## src/verilog/opcode_tables.svh

```systemverilog
// Opcode decode table

`ifndef OPCODE_TABLES_SVH
`define OPCODE_TABLES_SVH

// flag bytes in use
// 2a writes rX from rY and rZ
// 29 writes rX from rY and immediate Z
// 26 and 25 are the NEG forms with an immediate Y
// 50 reads rX and takes a relative target
// 1a and 19 are stores that read rX
// 20 is SET and 30 the wyde ops that also read rX
// 40 is JMP with its 24-bit offset
// trap rows carry no operands
localparam mmix_isa_pkg::op_entry_t e_trap = '{mmix_isa_pkg::iop_trap, 8'h00};
localparam mmix_isa_pkg::op_entry_t e_add_rr = '{mmix_isa_pkg::iop_add, 8'h2a};
localparam mmix_isa_pkg::op_entry_t e_add_ri = '{mmix_isa_pkg::iop_add, 8'h29};
localparam mmix_isa_pkg::op_entry_t e_addu_rr = '{mmix_isa_pkg::iop_addu, 8'h2a};
localparam mmix_isa_pkg::op_entry_t e_addu_ri = '{mmix_isa_pkg::iop_addu, 8'h29};
localparam mmix_isa_pkg::op_entry_t e_sub_rr = '{mmix_isa_pkg::iop_sub, 8'h2a};
localparam mmix_isa_pkg::op_entry_t e_sub_ri = '{mmix_isa_pkg::iop_sub, 8'h29};
localparam mmix_isa_pkg::op_entry_t e_subu_rr = '{mmix_isa_pkg::iop_subu, 8'h2a};
localparam mmix_isa_pkg::op_entry_t e_subu_ri = '{mmix_isa_pkg::iop_subu, 8'h29};
localparam mmix_isa_pkg::op_entry_t e_cmp_rr = '{mmix_isa_pkg::iop_cmp, 8'h2a};
localparam mmix_isa_pkg::op_entry_t e_cmp_ri = '{mmix_isa_pkg::iop_cmp, 8'h29};
localparam mmix_isa_pkg::op_entry_t e_cmpu_rr = '{mmix_isa_pkg::iop_cmpu, 8'h2a};
localparam mmix_isa_pkg::op_entry_t e_cmpu_ri = '{mmix_isa_pkg::iop_cmpu, 8'h29};
localparam mmix_isa_pkg::op_entry_t e_neg_r = '{mmix_isa_pkg::iop_sub, 8'h26};
localparam mmix_isa_pkg::op_entry_t e_neg_i = '{mmix_isa_pkg::iop_sub, 8'h25};
localparam mmix_isa_pkg::op_entry_t e_negu_r = '{mmix_isa_pkg::iop_subu, 8'h26};
localparam mmix_isa_pkg::op_entry_t e_negu_i = '{mmix_isa_pkg::iop_subu, 8'h25};
localparam mmix_isa_pkg::op_entry_t e_shl_rr = '{mmix_isa_pkg::iop_shl, 8'h2a};
localparam mmix_isa_pkg::op_entry_t e_shl_ri = '{mmix_isa_pkg::iop_shl, 8'h29};
localparam mmix_isa_pkg::op_entry_t e_shr_rr = '{mmix_isa_pkg::iop_shr, 8'h2a};
localparam mmix_isa_pkg::op_entry_t e_shr_ri = '{mmix_isa_pkg::iop_shr, 8'h29};
localparam mmix_isa_pkg::op_entry_t e_br = '{mmix_isa_pkg::iop_br, 8'h50};
localparam mmix_isa_pkg::op_entry_t e_pbr = '{mmix_isa_pkg::iop_pbr, 8'h50};
localparam mmix_isa_pkg::op_entry_t e_ld_rr = '{mmix_isa_pkg::iop_ld, 8'h2a};
localparam mmix_isa_pkg::op_entry_t e_ld_ri = '{mmix_isa_pkg::iop_ld, 8'h29};
localparam mmix_isa_pkg::op_entry_t e_st_rr = '{mmix_isa_pkg::iop_st, 8'h1a};
localparam mmix_isa_pkg::op_entry_t e_st_ri = '{mmix_isa_pkg::iop_st, 8'h19};
localparam mmix_isa_pkg::op_entry_t e_logic_rr = '{mmix_isa_pkg::iop_logic, 8'h2a};
localparam mmix_isa_pkg::op_entry_t e_logic_ri = '{mmix_isa_pkg::iop_logic, 8'h29};
localparam mmix_isa_pkg::op_entry_t e_set = '{mmix_isa_pkg::iop_set, 8'h20};
localparam mmix_isa_pkg::op_entry_t e_wyde = '{mmix_isa_pkg::iop_wyde, 8'h30};
localparam mmix_isa_pkg::op_entry_t e_jmp = '{mmix_isa_pkg::iop_jmp, 8'h40};

// indexed by opcode, eight opcodes per row
localparam mmix_isa_pkg::op_entry_t op_table [256] = '{
	e_trap, e_trap, e_trap, e_trap, e_trap, e_trap, e_trap, e_trap,
	e_trap, e_trap, e_trap, e_trap, e_trap, e_trap, e_trap, e_trap,
	e_trap, e_trap, e_trap, e_trap, e_trap, e_trap, e_trap, e_trap,
	e_trap, e_trap, e_trap, e_trap, e_trap, e_trap, e_trap, e_trap,
	e_add_rr, e_add_ri, e_addu_rr, e_addu_ri, e_sub_rr, e_sub_ri, e_subu_rr, e_subu_ri,
	e_trap, e_trap, e_trap, e_trap, e_trap, e_trap, e_trap, e_trap,
	e_cmp_rr, e_cmp_ri, e_cmpu_rr, e_cmpu_ri, e_neg_r, e_neg_i, e_negu_r, e_negu_i,
	e_shl_rr, e_shl_ri, e_shl_rr, e_shl_ri, e_shr_rr, e_shr_ri, e_shr_rr, e_shr_ri,
	e_br, e_br, e_br, e_br, e_br, e_br, e_br, e_br,
	e_br, e_br, e_br, e_br, e_br, e_br, e_br, e_br,
	e_pbr, e_pbr, e_pbr, e_pbr, e_pbr, e_pbr, e_pbr, e_pbr,
	e_pbr, e_pbr, e_pbr, e_pbr, e_pbr, e_pbr, e_pbr, e_pbr,
	e_trap, e_trap, e_trap, e_trap, e_trap, e_trap, e_trap, e_trap,
	e_trap, e_trap, e_trap, e_trap, e_trap, e_trap, e_trap, e_trap,
	e_trap, e_trap, e_trap, e_trap, e_trap, e_trap, e_trap, e_trap,
	e_trap, e_trap, e_trap, e_trap, e_trap, e_trap, e_trap, e_trap,
	e_ld_rr, e_ld_ri, e_ld_rr, e_ld_ri, e_ld_rr, e_ld_ri, e_ld_rr, e_ld_ri,
	e_ld_rr, e_ld_ri, e_ld_rr, e_ld_ri, e_ld_rr, e_ld_ri, e_ld_rr, e_ld_ri,
	e_trap, e_trap, e_trap, e_trap, e_trap, e_trap, e_trap, e_trap,
	e_trap, e_trap, e_trap, e_trap, e_trap, e_trap, e_trap, e_trap,
	e_st_rr, e_st_ri, e_st_rr, e_st_ri, e_st_rr, e_st_ri, e_st_rr, e_st_ri,
	e_st_rr, e_st_ri, e_st_rr, e_st_ri, e_st_rr, e_st_ri, e_st_rr, e_st_ri,
	e_trap, e_trap, e_trap, e_trap, e_trap, e_trap, e_trap, e_trap,
	e_trap, e_trap, e_trap, e_trap, e_trap, e_trap, e_trap, e_trap,
	e_logic_rr, e_logic_ri, e_logic_rr, e_logic_ri, e_logic_rr, e_logic_ri, e_logic_rr, e_logic_ri,
	e_logic_rr, e_logic_ri, e_logic_rr, e_logic_ri, e_logic_rr, e_logic_ri, e_logic_rr, e_logic_ri,
	e_trap, e_trap, e_trap, e_trap, e_trap, e_trap, e_trap, e_trap,
	e_trap, e_trap, e_trap, e_trap, e_trap, e_trap, e_trap, e_trap,
	e_set, e_set, e_set, e_set, e_wyde, e_wyde, e_wyde, e_wyde,
	e_wyde, e_wyde, e_wyde, e_wyde, e_wyde, e_wyde, e_wyde, e_wyde,
	e_jmp, e_jmp, e_trap, e_trap, e_trap, e_trap, e_trap, e_trap,
	e_trap, e_trap, e_trap, e_trap, e_trap, e_trap, e_trap, e_trap
};

`endif

```

## src/verilog/mmix_isa_pkg.sv

```systemverilog
// MMIX instruction set definitions
`default_nettype none

package mmix_isa_pkg;

	// internal operations handed to the execution units
	// every unsupported opcode collapses onto iop_trap
	typedef enum logic [4:0] {
		iop_trap,
		iop_add,
		iop_addu,
		iop_sub,
		iop_subu,
		iop_cmp,
		iop_cmpu,
		iop_shl,
		iop_shr,
		iop_logic,
		iop_br,
		iop_pbr,
		iop_ld,
		iop_st,
		iop_set,
		iop_wyde,
		iop_jmp,
		// TRIP seen in privileged space
		iop_noop
	} iop_t;

	// bit positions in the 8-bit operand flags

	// Z field is an immediate
	localparam logic [2:0] Z_IMM_BIT = 3'd0;
	// rZ is a source register
	localparam logic [2:0] Z_REG_BIT = 3'd1;
	// Y field is an immediate
	localparam logic [2:0] Y_IMM_BIT = 3'd2;
	// rY is a source register
	localparam logic [2:0] Y_REG_BIT = 3'd3;
	// rX is read as a source
	localparam logic [2:0] X_SRC_BIT = 3'd4;
	// rX is written
	localparam logic [2:0] X_DEST_BIT = 3'd5;
	// YZ or XYZ form a relative address
	localparam logic [2:0] REL_ADDR_BIT = 3'd6;

	// opcodes the decoder looks at directly
	localparam logic [7:0] JMP = 8'hf0;
	localparam logic [7:0] TRIP = 8'hff;
	// first of the sixteen wyde opcodes
	localparam logic [7:0] SETH = 8'he0;

	// one row of the opcode table
	typedef struct packed {
		iop_t iop;
		logic [7:0] flags;
	} op_entry_t;

endpackage

`default_nettype wire

```

## src/verilog/decode_pkg.sv

```systemverilog
// Decoded operand types
`default_nettype none

package decode_pkg;

	// what an operand spec refers to
	typedef enum logic [1:0] {
		spec_none,
		spec_imm,
		spec_global,
		spec_local
	} spec_kind_t;

	// register view of the payload
	// upper bits stay zero
	typedef struct packed {
		logic [55:0] zero;
		logic [7:0] addr;
	} reg_view_t;

	// one payload word read either as an immediate or as a register address
	typedef union packed {
		logic [63:0] imm;
		reg_view_t rv;
	} spec_payload_t;

	// kind selects which payload view is meaningful
	typedef struct packed {
		spec_kind_t kind;
		spec_payload_t val;
	} spec_t;

endpackage

`default_nettype wire

```

## src/verilog/opcode_classify.sv

```systemverilog
// Opcode classify stage
`timescale 1ns/1ns
`default_nettype none

module opcode_classify (
	input logic clk,
	input logic arst_n,
	input logic in_valid,
	input logic [31:0] inst,
	input logic [63:0] loc,
	input logic [7:0] g,
	input logic [7:0] l,
	input logic [60:0] o,
	output logic s1_valid,
	output mmix_isa_pkg::iop_t s1_iop,
	output logic [7:0] s1_flags,
	output logic [7:0] s1_op,
	output logic [7:0] s1_xx,
	output logic [7:0] s1_yy,
	output logic [7:0] s1_zz,
	output logic [63:0] s1_loc,
	output logic [7:0] s1_g,
	output logic [7:0] s1_l,
	output logic [60:0] s1_o
);

	`include "opcode_tables.svh"

	logic [7:0] op;
	mmix_isa_pkg::op_entry_t entry;

	// opcode sits in the top byte
	assign op = inst[31:24];

	always_comb begin
		entry = op_table[op];
		// TRIP from privileged space is ignored
		if (op == mmix_isa_pkg::TRIP && loc[63])
			entry = '{mmix_isa_pkg::iop_noop, 8'h00};
	end

	always_ff @(posedge clk or negedge arst_n) begin
		if (!arst_n)
			s1_valid <= 1'b0;
		else
			s1_valid <= in_valid;
	end

	// stack state rides along with its own instruction
	always_ff @(posedge clk) begin
		if (in_valid) begin
			s1_iop <= entry.iop;
			s1_flags <= entry.flags;
			s1_op <= op;
			s1_xx <= inst[23:16];
			s1_yy <= inst[15:8];
			s1_zz <= inst[7:0];
			s1_loc <= loc;
			s1_g <= g;
			s1_l <= l;
			s1_o <= o;
		end
	end

endmodule

`default_nettype wire

```

## src/verilog/operand_resolve.sv

```systemverilog
// Operand resolve stage
`timescale 1ns/1ns
`default_nettype none

module operand_resolve #(
	parameter int LRING_BITS = 8
) (
	input logic clk,
	input logic arst_n,
	input logic s1_valid,
	input mmix_isa_pkg::iop_t s1_iop,
	input logic [7:0] s1_flags,
	input logic [7:0] s1_op,
	input logic [7:0] s1_xx,
	input logic [7:0] s1_yy,
	input logic [7:0] s1_zz,
	input logic [63:0] s1_loc,
	input logic [7:0] s1_g,
	input logic [7:0] s1_l,
	input logic [60:0] s1_o,
	output logic out_valid,
	output logic [63:0] out_loc,
	output mmix_isa_pkg::iop_t out_iop,
	output decode_pkg::spec_t out_y,
	output decode_pkg::spec_t out_z,
	output decode_pkg::spec_t out_b,
	output decode_pkg::spec_t out_x,
	output logic out_ren_x,
	output logic out_marginal
);

	// keeps local addresses inside the register ring
	localparam logic [7:0] RING_MASK = 8'((1 << LRING_BITS) - 1);

	// global at or above g, otherwise a slot in the ring past o
	function automatic decode_pkg::spec_t reg_spec(input logic [7:0] r, input logic [7:0] gg,
			input logic [60:0] oo);
		decode_pkg::spec_t s;
		s.val.imm = 64'd0;
		if (r >= gg) begin
			s.kind = decode_pkg::spec_global;
			s.val.rv.addr = r;
		end else begin
			s.kind = decode_pkg::spec_local;
			s.val.rv.addr = (oo[7:0] + r) & RING_MASK;
		end
		return s;
	endfunction

	function automatic decode_pkg::spec_t imm_spec(input logic [63:0] v);
		decode_pkg::spec_t s;
		s.kind = decode_pkg::spec_imm;
		s.val.imm = v;
		return s;
	endfunction

	logic [63:0] rel_off;
	logic [63:0] wyde_imm;
	decode_pkg::spec_t x_reg;
	decode_pkg::spec_t y_c;
	decode_pkg::spec_t z_c;
	decode_pkg::spec_t b_c;
	decode_pkg::spec_t x_c;
	logic ren_c;
	logic marg_c;

	// rX resolved once and shared by wyde Y, B and destination
	assign x_reg = reg_spec(s1_xx, s1_g, s1_o);

	// Y and Z operands
	always_comb begin
		rel_off = 64'd0;
		wyde_imm = 64'd0;
		y_c = '0;
		z_c = '0;
		if (s1_flags[mmix_isa_pkg::REL_ADDR_BIT]) begin
			// odd opcodes are the backward forms
			if ((s1_op & 8'hfe) == mmix_isa_pkg::JMP)
				rel_off = {{38{s1_op[0]}}, s1_xx, s1_yy, s1_zz, 2'b00};
			else
				rel_off = {{46{s1_op[0]}}, s1_yy, s1_zz, 2'b00};
			y_c = imm_spec(s1_loc + 64'd4);
			z_c = imm_spec(s1_loc + rel_off);
		end else if (s1_op[7:4] == mmix_isa_pkg::SETH[7:4]) begin
			// low two opcode bits pick the wyde position
			case (s1_op[1:0])
				2'd0: wyde_imm = {s1_yy, s1_zz, 48'd0};
				2'd1: wyde_imm = {16'd0, s1_yy, s1_zz, 32'd0};
				2'd2: wyde_imm = {32'd0, s1_yy, s1_zz, 16'd0};
				default: wyde_imm = {48'd0, s1_yy, s1_zz};
			endcase
			z_c = imm_spec(wyde_imm);
			// INC, OR and ANDN combine with the old rX
			if (s1_iop != mmix_isa_pkg::iop_set)
				y_c = x_reg;
		end else begin
			if (s1_flags[mmix_isa_pkg::Z_IMM_BIT])
				z_c = imm_spec({56'd0, s1_zz});
			else if (s1_flags[mmix_isa_pkg::Z_REG_BIT])
				z_c = reg_spec(s1_zz, s1_g, s1_o);
			if (s1_flags[mmix_isa_pkg::Y_IMM_BIT])
				y_c = imm_spec({56'd0, s1_yy});
			else if (s1_flags[mmix_isa_pkg::Y_REG_BIT])
				y_c = reg_spec(s1_yy, s1_g, s1_o);
		end
	end

	// B source and X destination
	always_comb begin
		b_c = '0;
		x_c = '0;
		ren_c = 1'b0;
		marg_c = 1'b0;
		if (s1_flags[mmix_isa_pkg::X_SRC_BIT])
			b_c = x_reg;
		if (s1_flags[mmix_isa_pkg::X_DEST_BIT]) begin
			if (s1_xx >= s1_g || s1_xx < s1_l) begin
				ren_c = 1'b1;
				x_c = x_reg;
			end else begin
				// between L and G so the register is not yet allocated
				marg_c = 1'b1;
			end
		end
	end

	always_ff @(posedge clk or negedge arst_n) begin
		if (!arst_n) begin
			out_valid <= 1'b0;
			out_ren_x <= 1'b0;
			out_marginal <= 1'b0;
		end else begin
			out_valid <= s1_valid;
			if (s1_valid) begin
				out_ren_x <= ren_c;
				out_marginal <= marg_c;
			end
		end
	end

	always_ff @(posedge clk) begin
		if (s1_valid) begin
			out_loc <= s1_loc;
			out_iop <= s1_iop;
			out_y <= y_c;
			out_z <= z_c;
			out_b <= b_c;
			out_x <= x_c;
		end
	end

endmodule

`default_nettype wire

```

## src/verilog/inst_decoder_top.sv

```systemverilog
// Two-stage instruction decoder
`timescale 1ns/1ns
`default_nettype none

module inst_decoder_top #(
	parameter int LRING_BITS = 8
) (
	input logic clk,
	input logic arst_n,
	input logic in_valid,
	input logic [31:0] inst,
	input logic [63:0] loc,
	input logic [7:0] g,
	input logic [7:0] l,
	input logic [60:0] o,
	output logic out_valid,
	output logic [63:0] out_loc,
	output mmix_isa_pkg::iop_t out_iop,
	output decode_pkg::spec_t out_y,
	output decode_pkg::spec_t out_z,
	output decode_pkg::spec_t out_b,
	output decode_pkg::spec_t out_x,
	output logic out_ren_x,
	output logic out_marginal
);

	// stage 1 to stage 2 bundle
	logic s1_valid;
	mmix_isa_pkg::iop_t s1_iop;
	logic [7:0] s1_flags;
	logic [7:0] s1_op;
	logic [7:0] s1_xx;
	logic [7:0] s1_yy;
	logic [7:0] s1_zz;
	logic [63:0] s1_loc;
	logic [7:0] s1_g;
	logic [7:0] s1_l;
	logic [60:0] s1_o;

	// field split and table lookup
	opcode_classify i_opcode_classify (
		.clk(clk),
		.arst_n(arst_n),
		.in_valid(in_valid),
		.inst(inst),
		.loc(loc),
		.g(g),
		.l(l),
		.o(o),
		.s1_valid(s1_valid),
		.s1_iop(s1_iop),
		.s1_flags(s1_flags),
		.s1_op(s1_op),
		.s1_xx(s1_xx),
		.s1_yy(s1_yy),
		.s1_zz(s1_zz),
		.s1_loc(s1_loc),
		.s1_g(s1_g),
		.s1_l(s1_l),
		.s1_o(s1_o)
	);

	// operand and destination resolution
	operand_resolve #(
		.LRING_BITS(LRING_BITS)
	) i_operand_resolve (
		.clk(clk),
		.arst_n(arst_n),
		.s1_valid(s1_valid),
		.s1_iop(s1_iop),
		.s1_flags(s1_flags),
		.s1_op(s1_op),
		.s1_xx(s1_xx),
		.s1_yy(s1_yy),
		.s1_zz(s1_zz),
		.s1_loc(s1_loc),
		.s1_g(s1_g),
		.s1_l(s1_l),
		.s1_o(s1_o),
		.out_valid(out_valid),
		.out_loc(out_loc),
		.out_iop(out_iop),
		.out_y(out_y),
		.out_z(out_z),
		.out_b(out_b),
		.out_x(out_x),
		.out_ren_x(out_ren_x),
		.out_marginal(out_marginal)
	);

endmodule

`default_nettype wire

```

## config.mk

```make
export PLATFORM = sky130hd
export DESIGN_NAME = inst_decoder_top
export DESIGN_NICKNAME = d
export VERILOG_FILES = /design/src/verilog/mmix_isa_pkg.sv /design/src/verilog/decode_pkg.sv /design/src/verilog/opcode_classify.sv /design/src/verilog/operand_resolve.sv /design/src/verilog/inst_decoder_top.sv
export VERILOG_INCLUDE_DIRS = /design/src /design/src/verilog
export SDC_FILE = /design/constraint.sdc
export NUM_CORES = 1
export LEC_CHECK = 0
export BUFFER_PORTS_ARGS = -buffer_cell sky130_fd_sc_hd__clkbuf_2
export CELL_PAD_IN_SITES_DETAIL_PLACEMENT = 1
export CELL_PAD_IN_SITES_GLOBAL_PLACEMENT = 1
export CORE_ASPECT_RATIO = 0.5
export CORE_MARGIN = 10
export CORE_UTILIZATION = 45
export DETAILED_ROUTE_END_ITERATION = 8
export GPL_ROUTABILITY_DRIVEN = 1
export PLACE_DENSITY = 0.88
export SETUP_SLACK_MARGIN = 0.2
export SKIP_LAST_GASP = 1
export SLEW_MARGIN = 25
export SYNTH_ARGS = -nofsm -noshare
export SYNTH_HDL_FRONTEND = slang
export SYNTH_SLANG_ARGS = --single-unit
```

## constraint.sdc

```tcl
create_clock -name clk -period 16.4 [get_ports clk]
set_input_delay 1.64 -clock clk [delete_from_list [all_inputs] [get_ports clk]]
set_output_delay 1.64 -clock clk [all_outputs]
set_load 0.02 [all_outputs]
```

* Word-level counts from Yosys, hierarchy flattened
Memories as Yosys holds them, arrays and structs flattened. A register that Yosys moved wholly into a read port is not among the register bits.
Cells that the tools add are included.
** Storage, ports and cells
- ROM bits :: 3328
- Register bits :: 401
- Output and inout bits :: 336
- Memories kept :: 1
- Logic and storage cells :: 70
- Bits of input ports :: 176
** Cells by class
- $add $sub $neg :: 5
- Bitwise gates (word level) :: 2
- Reductions and logical operators :: 6
- Magnitude comparators :: 4
- Equal/unequal tests :: 6
- Multiplexer cells :: 22
** Memories
- (no name shown) :: depth 256, width 13, rd ports 1, clocked after Yosys merged registers in 1, write ports 0, line opcode_classify.sv:36 : entry = op_table[op];
** Operators by type and width (count)
- 64-bit two-way mux :: 5
- 66-bit two-way mux :: 4
- 64-bit one-hot mux with 3 select lines :: 1
- 65-bit two-way mux :: 1
- 64-bit by 3-bit adder with 64-bit output (second input constant) :: 1
- 64-bit adder :: 1
- 26-bit two-way mux :: 1
- 8-bit adder :: 3
- 8-bit greater-or-equal comparator :: 3
- 8-bit two-way mux :: 3
- 8-bit inverter with 9-bit output :: 1
- 8-bit equality test (second input constant) :: 1
- 8-bit less-than comparator :: 1
- 7-bit equality test (second input constant) :: 1
- 1-bit two-way mux :: 7
- 5-bit by 4-bit inequality test with 1-bit output (second input constant) :: 1
- 4-bit equality test (second input constant) :: 1
- 4-bit OR reduction :: 1
- 3-bit OR reduction :: 1
- 2-bit by 1-bit equality test with 1-bit output (second input constant) :: 1
- 2-bit equality test (second input constant) :: 1
- 2-bit logical NOT :: 1
- 2-bit AND reduction :: 1
- 1-bit logical AND :: 1
- other kinds (2) :: 2

* Logic depth before layout (Yosys ltp)
Gate-level depths: netlist (run 1).
- Depth in word-level cells :: 6
- Depth in mapped cells :: 16
- Gate-level depth less buffers :: 15

* Cells and area by module
A second synthesis (run 1) with hierarchy kept.
** Second synthesis, totals
- Cells, all modules :: 1782
- Area, all modules :: 21355.5 µm²
** Modules (own cells, without submodules)
- operand_resolve :: cells an instance 1541, seq. area each 6711.4 µm², area each 15411.0 µm², times used 1
- opcode_classify :: cells an instance 241, seq. area each 5580.4 µm², area each 5944.5 µm², times used 1

* Worst setup path after synthesis (run 1)
OpenSTA, ideal clock, no wires.
- Path kind :: flip-flop to flip-flop
- Start :: register i_opcode_classify.s1_valid
- End :: register i_operand_resolve.out_ren_x
- Stages on the path, launching flop included :: 2
- Required time :: 16046 ps
- Library setup time :: 354 ps
- Path buffers :: 0
- Path slack :: 10918 ps
- Data arrival time :: 5127 ps
- Period minus slack after synthesis :: 5482 ps
- Cell sequence :: dfrtp_1 > mux2i_1
** RTL lines
- start: declaration :: line opcode_classify.sv:14 : output logic s1_valid,
- start signal: assignment :: line opcode_classify.sv:46 : s1_valid <= in_valid;
- end signal: assignment :: line operand_resolve.sv:135 : out_ren_x <= ren_c;
- end: declaration :: line operand_resolve.sv:28 : output logic out_ren_x,
No word-level cell between the ends.

==> metrics.txt, run 1 <==
Setup Buffers After CTS=0; clock group share of total power=30.2%; Via density=around 5.6; mean post-synth cell area=11.4 um^2; synth cell count leaders=edfxtp_1 (353), nand2_1 (154), a21oi_1 (126), ha_1 (120), nor2_1 (120); antenna violations before repair=3; clk_lat worst skew=approximately 0.54 ns; Total GRT Usage=between 20% and 30%; number of top-level design ports=slightly above 500; share of cells above drive strength 1=21.0%; critical path launch point type=flop; vias in the first global route=approximately 16,000; ANT nets after route=0; DP Area=21,600 um^2; Final TNS setup=0 ns; leakage power=9.35 nW; Synth cell types=84; initial DRC count=1,321; Reg power frac=~45%; Setup WS pre-CTS=11.47 ns; crit path max fanout=12; final setup vio count=0; Seq/Total Area, Yosys=between 50 and 60%; Die Y-Extent=168 um; Worst Tran Pin Value=1.02 ns; maxcap violations=0; nets=about 2,400; worst vdd ir=roughly 66 uV; RSZ-0062 raised after global routing=false; pin count of the biggest net entering global routing=roughly 150; Cells after Synth=1,731; dominant synthesized flop cell=edfxtp_1; Pre-antenna DRT Iters=5; chip width=316 um; worst setup path class=reg -> reg; mapped cell area=19,700 um^2; clk sinks=357; yosys warns=0; cell with the most instances after synthesis=edfxtp_1; utilization after layout=52.5%; area leader, netlist=edfxtp_1; Post-synth ARST share=between 1 and 1.5%; switching share of power=33.2%; #FFs+latches synth=357; IO Port Bufs=around 350; Comb power frac=25.3%; Int Pwr=1.79 mW; Sw Pwr=888 uW; drt wl/cell=between 20 and 25 um; Hold Path Class=reg -> reg; run status=finished, final reports clean; GP Congestion=approximately 0.9; core area=43,400 um^2; number of synthesized flops with an enable pin=between 300 and 400; final-report hold violation count=0; Final min period=5.20 ns; Worst Setup End Kind=flop; Worst EP required=16.64 ns; routed via count=15,100; fin worst setup slack=11.20 ns; Hold Buf Count CTS=0; Worst EP arrival=5.45 ns; P per Cell Area=about 120 nW/um^2; final worst path period share=31.7%; clock-pin slew on the worst setup and hold paths=0.07 ns; TritonCTS Buffers=35; Syn-to-layout area delta=15.7%; first-pass GRT wire length=98,600 um; largest cells by area after synthesis=edfxtp_1 (54%), ha_1 (7.6%), buf_4 (4.3%); CTS tree=built; clock skew=about 0.023 ns; Die ar.=about 53,000 um^2; starting density of the core=45.4%; share of the synthesized area in the top cell type=53.9%; worst rel slew slack=31.6%; Achievable Freq=192 MHz; grt ovf=0; post-detail-place hpwl=50,700 um; WL final=66,500 um; Final Max Slew Viols=0; hold_ws=0.460 ns; Design Area, Final=22,800 um^2; clock root cell=clkbuf_16; post-CTS sizing=0; drt drc=0; Cell Rows=54; Clock Tree Buf Depth=3; H-tree levels=2
==> per-layer routing <==
layer / vias to the layer above / GRT usage, % / share of wire [%]
met1: 7554 / 27.7 / 38
met3: 132 / 4.27 / 6.3
met4: 0 / 8.77 / 3.6
met5: - / 0 / 0
met2: 604 / 44.0 / 52
li1: 6839 / - / -
==> flip-flops by register name, indices dropped and copies added (netlist names), 5 cells and up <==
name	count
i_opcode_classify.s1_loc	64
i_operand_resolve.out_y	66
i_opcode_classify.s1_zz	8
i_operand_resolve.out_loc	64
i_opcode_classify.s1_l	8
i_opcode_classify.s1_o	8
i_opcode_classify.s1_g	8
i_opcode_classify.s1_yy	8
i_operand_resolve.out_z	66
i_operand_resolve.out_x	10
i_operand_resolve.out_b	10
i_opcode_classify.s1_xx	8
i_opcode_classify.s1_iop	5
i_opcode_classify.s1_flags	7
i_opcode_classify.s1_op	8
i_operand_resolve.out_iop	5
==> critical path: stages, from the launching register on <==
cell and delay (ns):
edfxtp_1 0.57, nor4b_1 0.36, buf_4 0.21, nand2_1 0.11, nand2_1 0.24, o21ai_0 0.27, ha_1 0.42, a21oi_1 0.28
o21ai_0 0.20, a22o_1 0.30, a311oi_1 0.43, a21oi_1 0.25, a21boi_1 0.34, o21ai_0 0.18, a41oi_1 0.30, xor2_1 0.28
o21ai_0 0.14
==> power by group through the flow <==
stage          combinational (mW)  sequential, mW  clock [mW]
2_1_floorplan               0.358            1.28           0
3_3_place_gp                0.633            1.21           0
3_5_place_dp                0.657            1.21           0
4_1_cts                     0.665            1.19       0.813
5_1_grt                     0.726            1.20       0.851
6_report                    0.677            1.19       0.808
==> path summary, 6_finish.rpt <==
check / depth (start not counted) / endpoint / from / slack (ns)
setup / recovery: 16 / i_operand_resolve.out_z[40] / i_opcode_classify.s1_op[1] / 11.20
hold reg to reg: 0 / i_operand_resolve.out_iop[2] / i_opcode_classify.s1_iop[2] / 0.46
max in group asynchronous: 1 / i_opcode_classify.s1_valid / arst_n / 15.36
min in group asynchronous: 1 / i_opcode_classify.s1_valid / arst_n / 0.90
hold / removal: 0 / i_operand_resolve.out_iop[2] / i_opcode_classify.s1_iop[2] / 0.46
setup reg to reg: 16 / i_operand_resolve.out_z[40] / i_opcode_classify.s1_op[1] / 11.20
==> cells by family (layout without fill, tap and decap cells) <==
group                    after synthesis  count (layout)  synth area share [%]
other                                  1             115                0.0191
XOR/XNOR                             129             129                  5.74
AO/OA/AOI/OAI                        395             395                  12.6
AND/OR/NAND/NOR                      490             490                  12.0
flip-flops                           357             357                  54.4
adder cells (fa/ha/maj)              124             124                  8.04
multiplexers                          15              15                 0.782
buffers and inverters                220             477                  6.42
==> stage by stage <==
| stage | instances | total power, mW |
|---|---|---|
| finish | 2690 | 2.68 |
| global route | 2690 | 2.78 |
| CTS | 2684 | 2.67 |
| detailed placement | 2623 | 1.87 |
| global placement | 2623 | 1.84 |
| floorplan | 1842 | 1.64 |
==> layout make-up <==
class	instances	area [um^2]
Multi-Input combinational cell	1265	8130
Clock buffer	45	953
Tap cell	588	736
Timing Repair Buffer	356	1870
Sequential cell	357	10700
Inverter	60	228
Clock inverter	16	136
Antenna cell	3	7.51
Fill cell	4786	20600
==> cells in the final DEF (no fill, tap or decap), drive strengths merged, types with 5 or more instances in the layout <==
cell type	netlist	layout
a211o	6	6
a211oi	5	5
a21boi	5	5
a21o	44	44
a21oi	126	126
a31oi	7	7
and2	17	17
and3	22	22
buf	121	10
clkbuf	37	391
clkinv	1	10
conb	1	112
edfxtp	353	353
ha	120	120
inv	59	61
mux2i	12	12
nand2	154	154
nand2b	15	15
nand3	46	46
nand4	23	23
nor2	121	121
nor2b	25	25
nor3	23	23
o211ai	8	8
o21a	6	6
o21ai	90	90
o21bai	16	16
o221ai	7	7
o22ai	32	32
or3	23	23
xnor2	65	65
xor2	64	64
Note: power is estimated with default switching activity, not from simulation.
==> run 2: changes to the inputs <==
- CORE_UTILIZATION: 45 -> 38
- PLACE_DENSITY: 0.88 -> 0.8
- clock period: 16.4 -> 4.3 ns (I/O delays scaled with it)
==> metrics.txt, run 2 (synthesized netlist as in run 1, its figures left out) <==
final worst path period share=93.3%; Die ar.=61,800 um^2; worst vdd ir=272 uV; worst rel slew slack=approximately 36%; Int Pwr=7.10 mW; P per Cell Area=between 400 and 500 nW/um^2; antenna violations before repair=4; Worst Tran Pin Value=0.953 ns; Final Max Slew Viols=0; DP Area=22,000 um^2; maxcap violations=0; critical path launch point type=flop; pin count of the biggest net entering global routing=between 70 and 80; clock-pin slew on the worst setup and hold paths=0.07 ns; crit path max fanout=7; CTS tree=built; nets=between 2,000 and 2,500; drt wl/cell=around 24 um; run status=finished, final reports clean; Design Area, Final=23,400 um^2; routed via count=15,100; commonest non-fill, non-tap cells in the layout=edfxtp_1 (353), clkbuf_2 (345), nand2_1 (151); Regs by FF count=i_operand_resolve.out_y: 66 flops, i_operand_resolve.out_z: 66 flops; clk_lat worst skew=around 0.55 ns; WL final=slightly below 70,000 um; FF-to-FF setup slack=0.29 ns; RSZ-0062 raised after global routing=true; most common cell after layout, fill and taps aside=edfxtp_1; Total GRT Usage=20.7%; ANT nets after route=0; Reg power frac=42.9%; clock group share of total power=32.0%; clk sinks=approximately 360; hold_ws=0.0591 ns; Sw Pwr=approximately 3.4 mW; worst setup path class=reg -> reg; starting density of the core=between 30 and 40%; TritonCTS Buffers=35; vias in the first global route=16,000; Hold Path Class=in -> reg; Via density=5.34; Worst EP arrival=4.31 ns; met2 WL=34,900 um; met3 wire length=4460 um; Pre-antenna DRT Iters=5; leakage power=9.61 nW; Clock Tree Buf Depth=3; clock skew=0.0226 ns; share of cells above drive strength 1=a little under a quarter; Syn-to-layout area delta=18.9%; clock root cell=clkbuf_16; Achievable Freq=about 250 MHz; first-pass GRT wire length=98,700 um; Cell Rows=58; grt ovf=0; M1 WL=around 25,000 um; Final min period=4.01 ns; drt drc=0; Die Y-Extent=~180 um; post-detail-place hpwl=roughly 52,000 um; chip width=342 um; final-report hold violation count=0; initial DRC count=1,138; layout filler cell count=5,668; Comb power frac=25.1%; final setup vio count=0; Worst Setup End Kind=flop; number of top-level design ports=512; core area=roughly 50,000 um^2; Max Used Layer=met4; switching share of power=32.6%; IO Port Bufs=346; H-tree levels=2; GP Congestion=between 0.9 and 1; Worst EP required=4.59 ns
-- run 2: cell count changes in the layout (fill, tap and decap cells not counted), sizes merged --
cell         before  now
diode             3    4
inv              61   64
buf              10   47
clkinvlp          3    0
clkbuf          391  386
clkinv           10   13
dlygate4sd3       0    1
bufinv            2    6
-- run 2: worst paths after layout --
| kind | startpoint | to | cells after the start |
|---|---|---|---|
| setup reg to reg | i_opcode_classify.s1_op[1] | i_operand_resolve.out_z[56] | 16 |
| hold reg to reg | i_opcode_classify.s1_iop[4] | i_operand_resolve.out_iop[4] | 0 |
| setup / recovery | i_opcode_classify.s1_op[1] | i_operand_resolve.out_z[56] | 16 |
| max in group asynchronous | arst_n | i_opcode_classify.s1_valid | 2 |
| min in group asynchronous | arst_n | i_operand_resolve.out_marginal | 2 |
| hold / removal | l[1] | i_opcode_classify.s1_l[1] | 1 |
-- run 2: per-layer routing --
layer / vias to the layer above / GRT usage (%)
met1: 7522 / 23.0
li1: 6912 / -
met3: 144 / 4.45
met2: 538 / 37.9
met4: 0 / 8.95
met5: - / 0
-- run 2: power by group through the flow --
stage / clock, mW / sequential, mW / combinational, mW
2_1_floorplan: 0 / 4.89 / 1.37
3_3_place_gp: 0 / 4.58 / 2.50
3_5_place_dp: 0 / 4.60 / 2.57
4_1_cts: 3.44 / 4.53 / 2.60
5_1_grt: 3.57 / 4.56 / 2.86
6_report: 3.37 / 4.52 / 2.65
-- run 2: what timing repair did --
action / CTS / global route
gates resized for setup: 7 / 18
cloned: 0 / 0
pin swaps: 1 / 7
endpoints found under the setup margin: 17 / 16
hold buffers: 1 / 0
buffers inserted: 0 / 4
endpoints found under the hold margin: 4 / 0
-- run 2: metrics by stage --
step                util [%]  setup TNS, ns  power (mW)  cells  worst slack, ns
floorplan                  -              0        6.25   1842            0.268
global placement        43.4              0        7.08   2760          0.00503
detailed placement      43.4        -0.0435        7.17   2760          -0.0340
CTS                     45.9              0        10.6   2825            0.223
global route            46.1              0        11.0   2831            0.168
finish                  46.1              0        10.5   2833            0.287
-- run 2: critical path, cell delays in order, from the launching register on --
cell and delay (ns):
edfxtp_1 0.43, nor4b_2 0.30, buf_4 0.21, nand3_1 0.24, nand2_1 0.20, ha_1 0.27, a21oi_2 0.14, o21ai_0 0.10
or3_1 0.34, a311oi_2 0.33, a211oi_2 0.14, a211oi_2 0.21, buf_4 0.18, o21ai_2 0.09, a31o_2 0.27, xnor2_1 0.13
a22o_1 0.19
-- run 2: layout make-up --
type	instances	area, um^2	share of cell area (%)
inverter	60	228	0.973
clock inverter	23	299	1.28
multi-input combinational	1265	8240	35.2
timing repair buffer	393	2130	9.11
sequential	357	10700	45.8
clock buffer	41	920	3.93
antenna	4	10.0	0.0428
tap	690	863	3.69
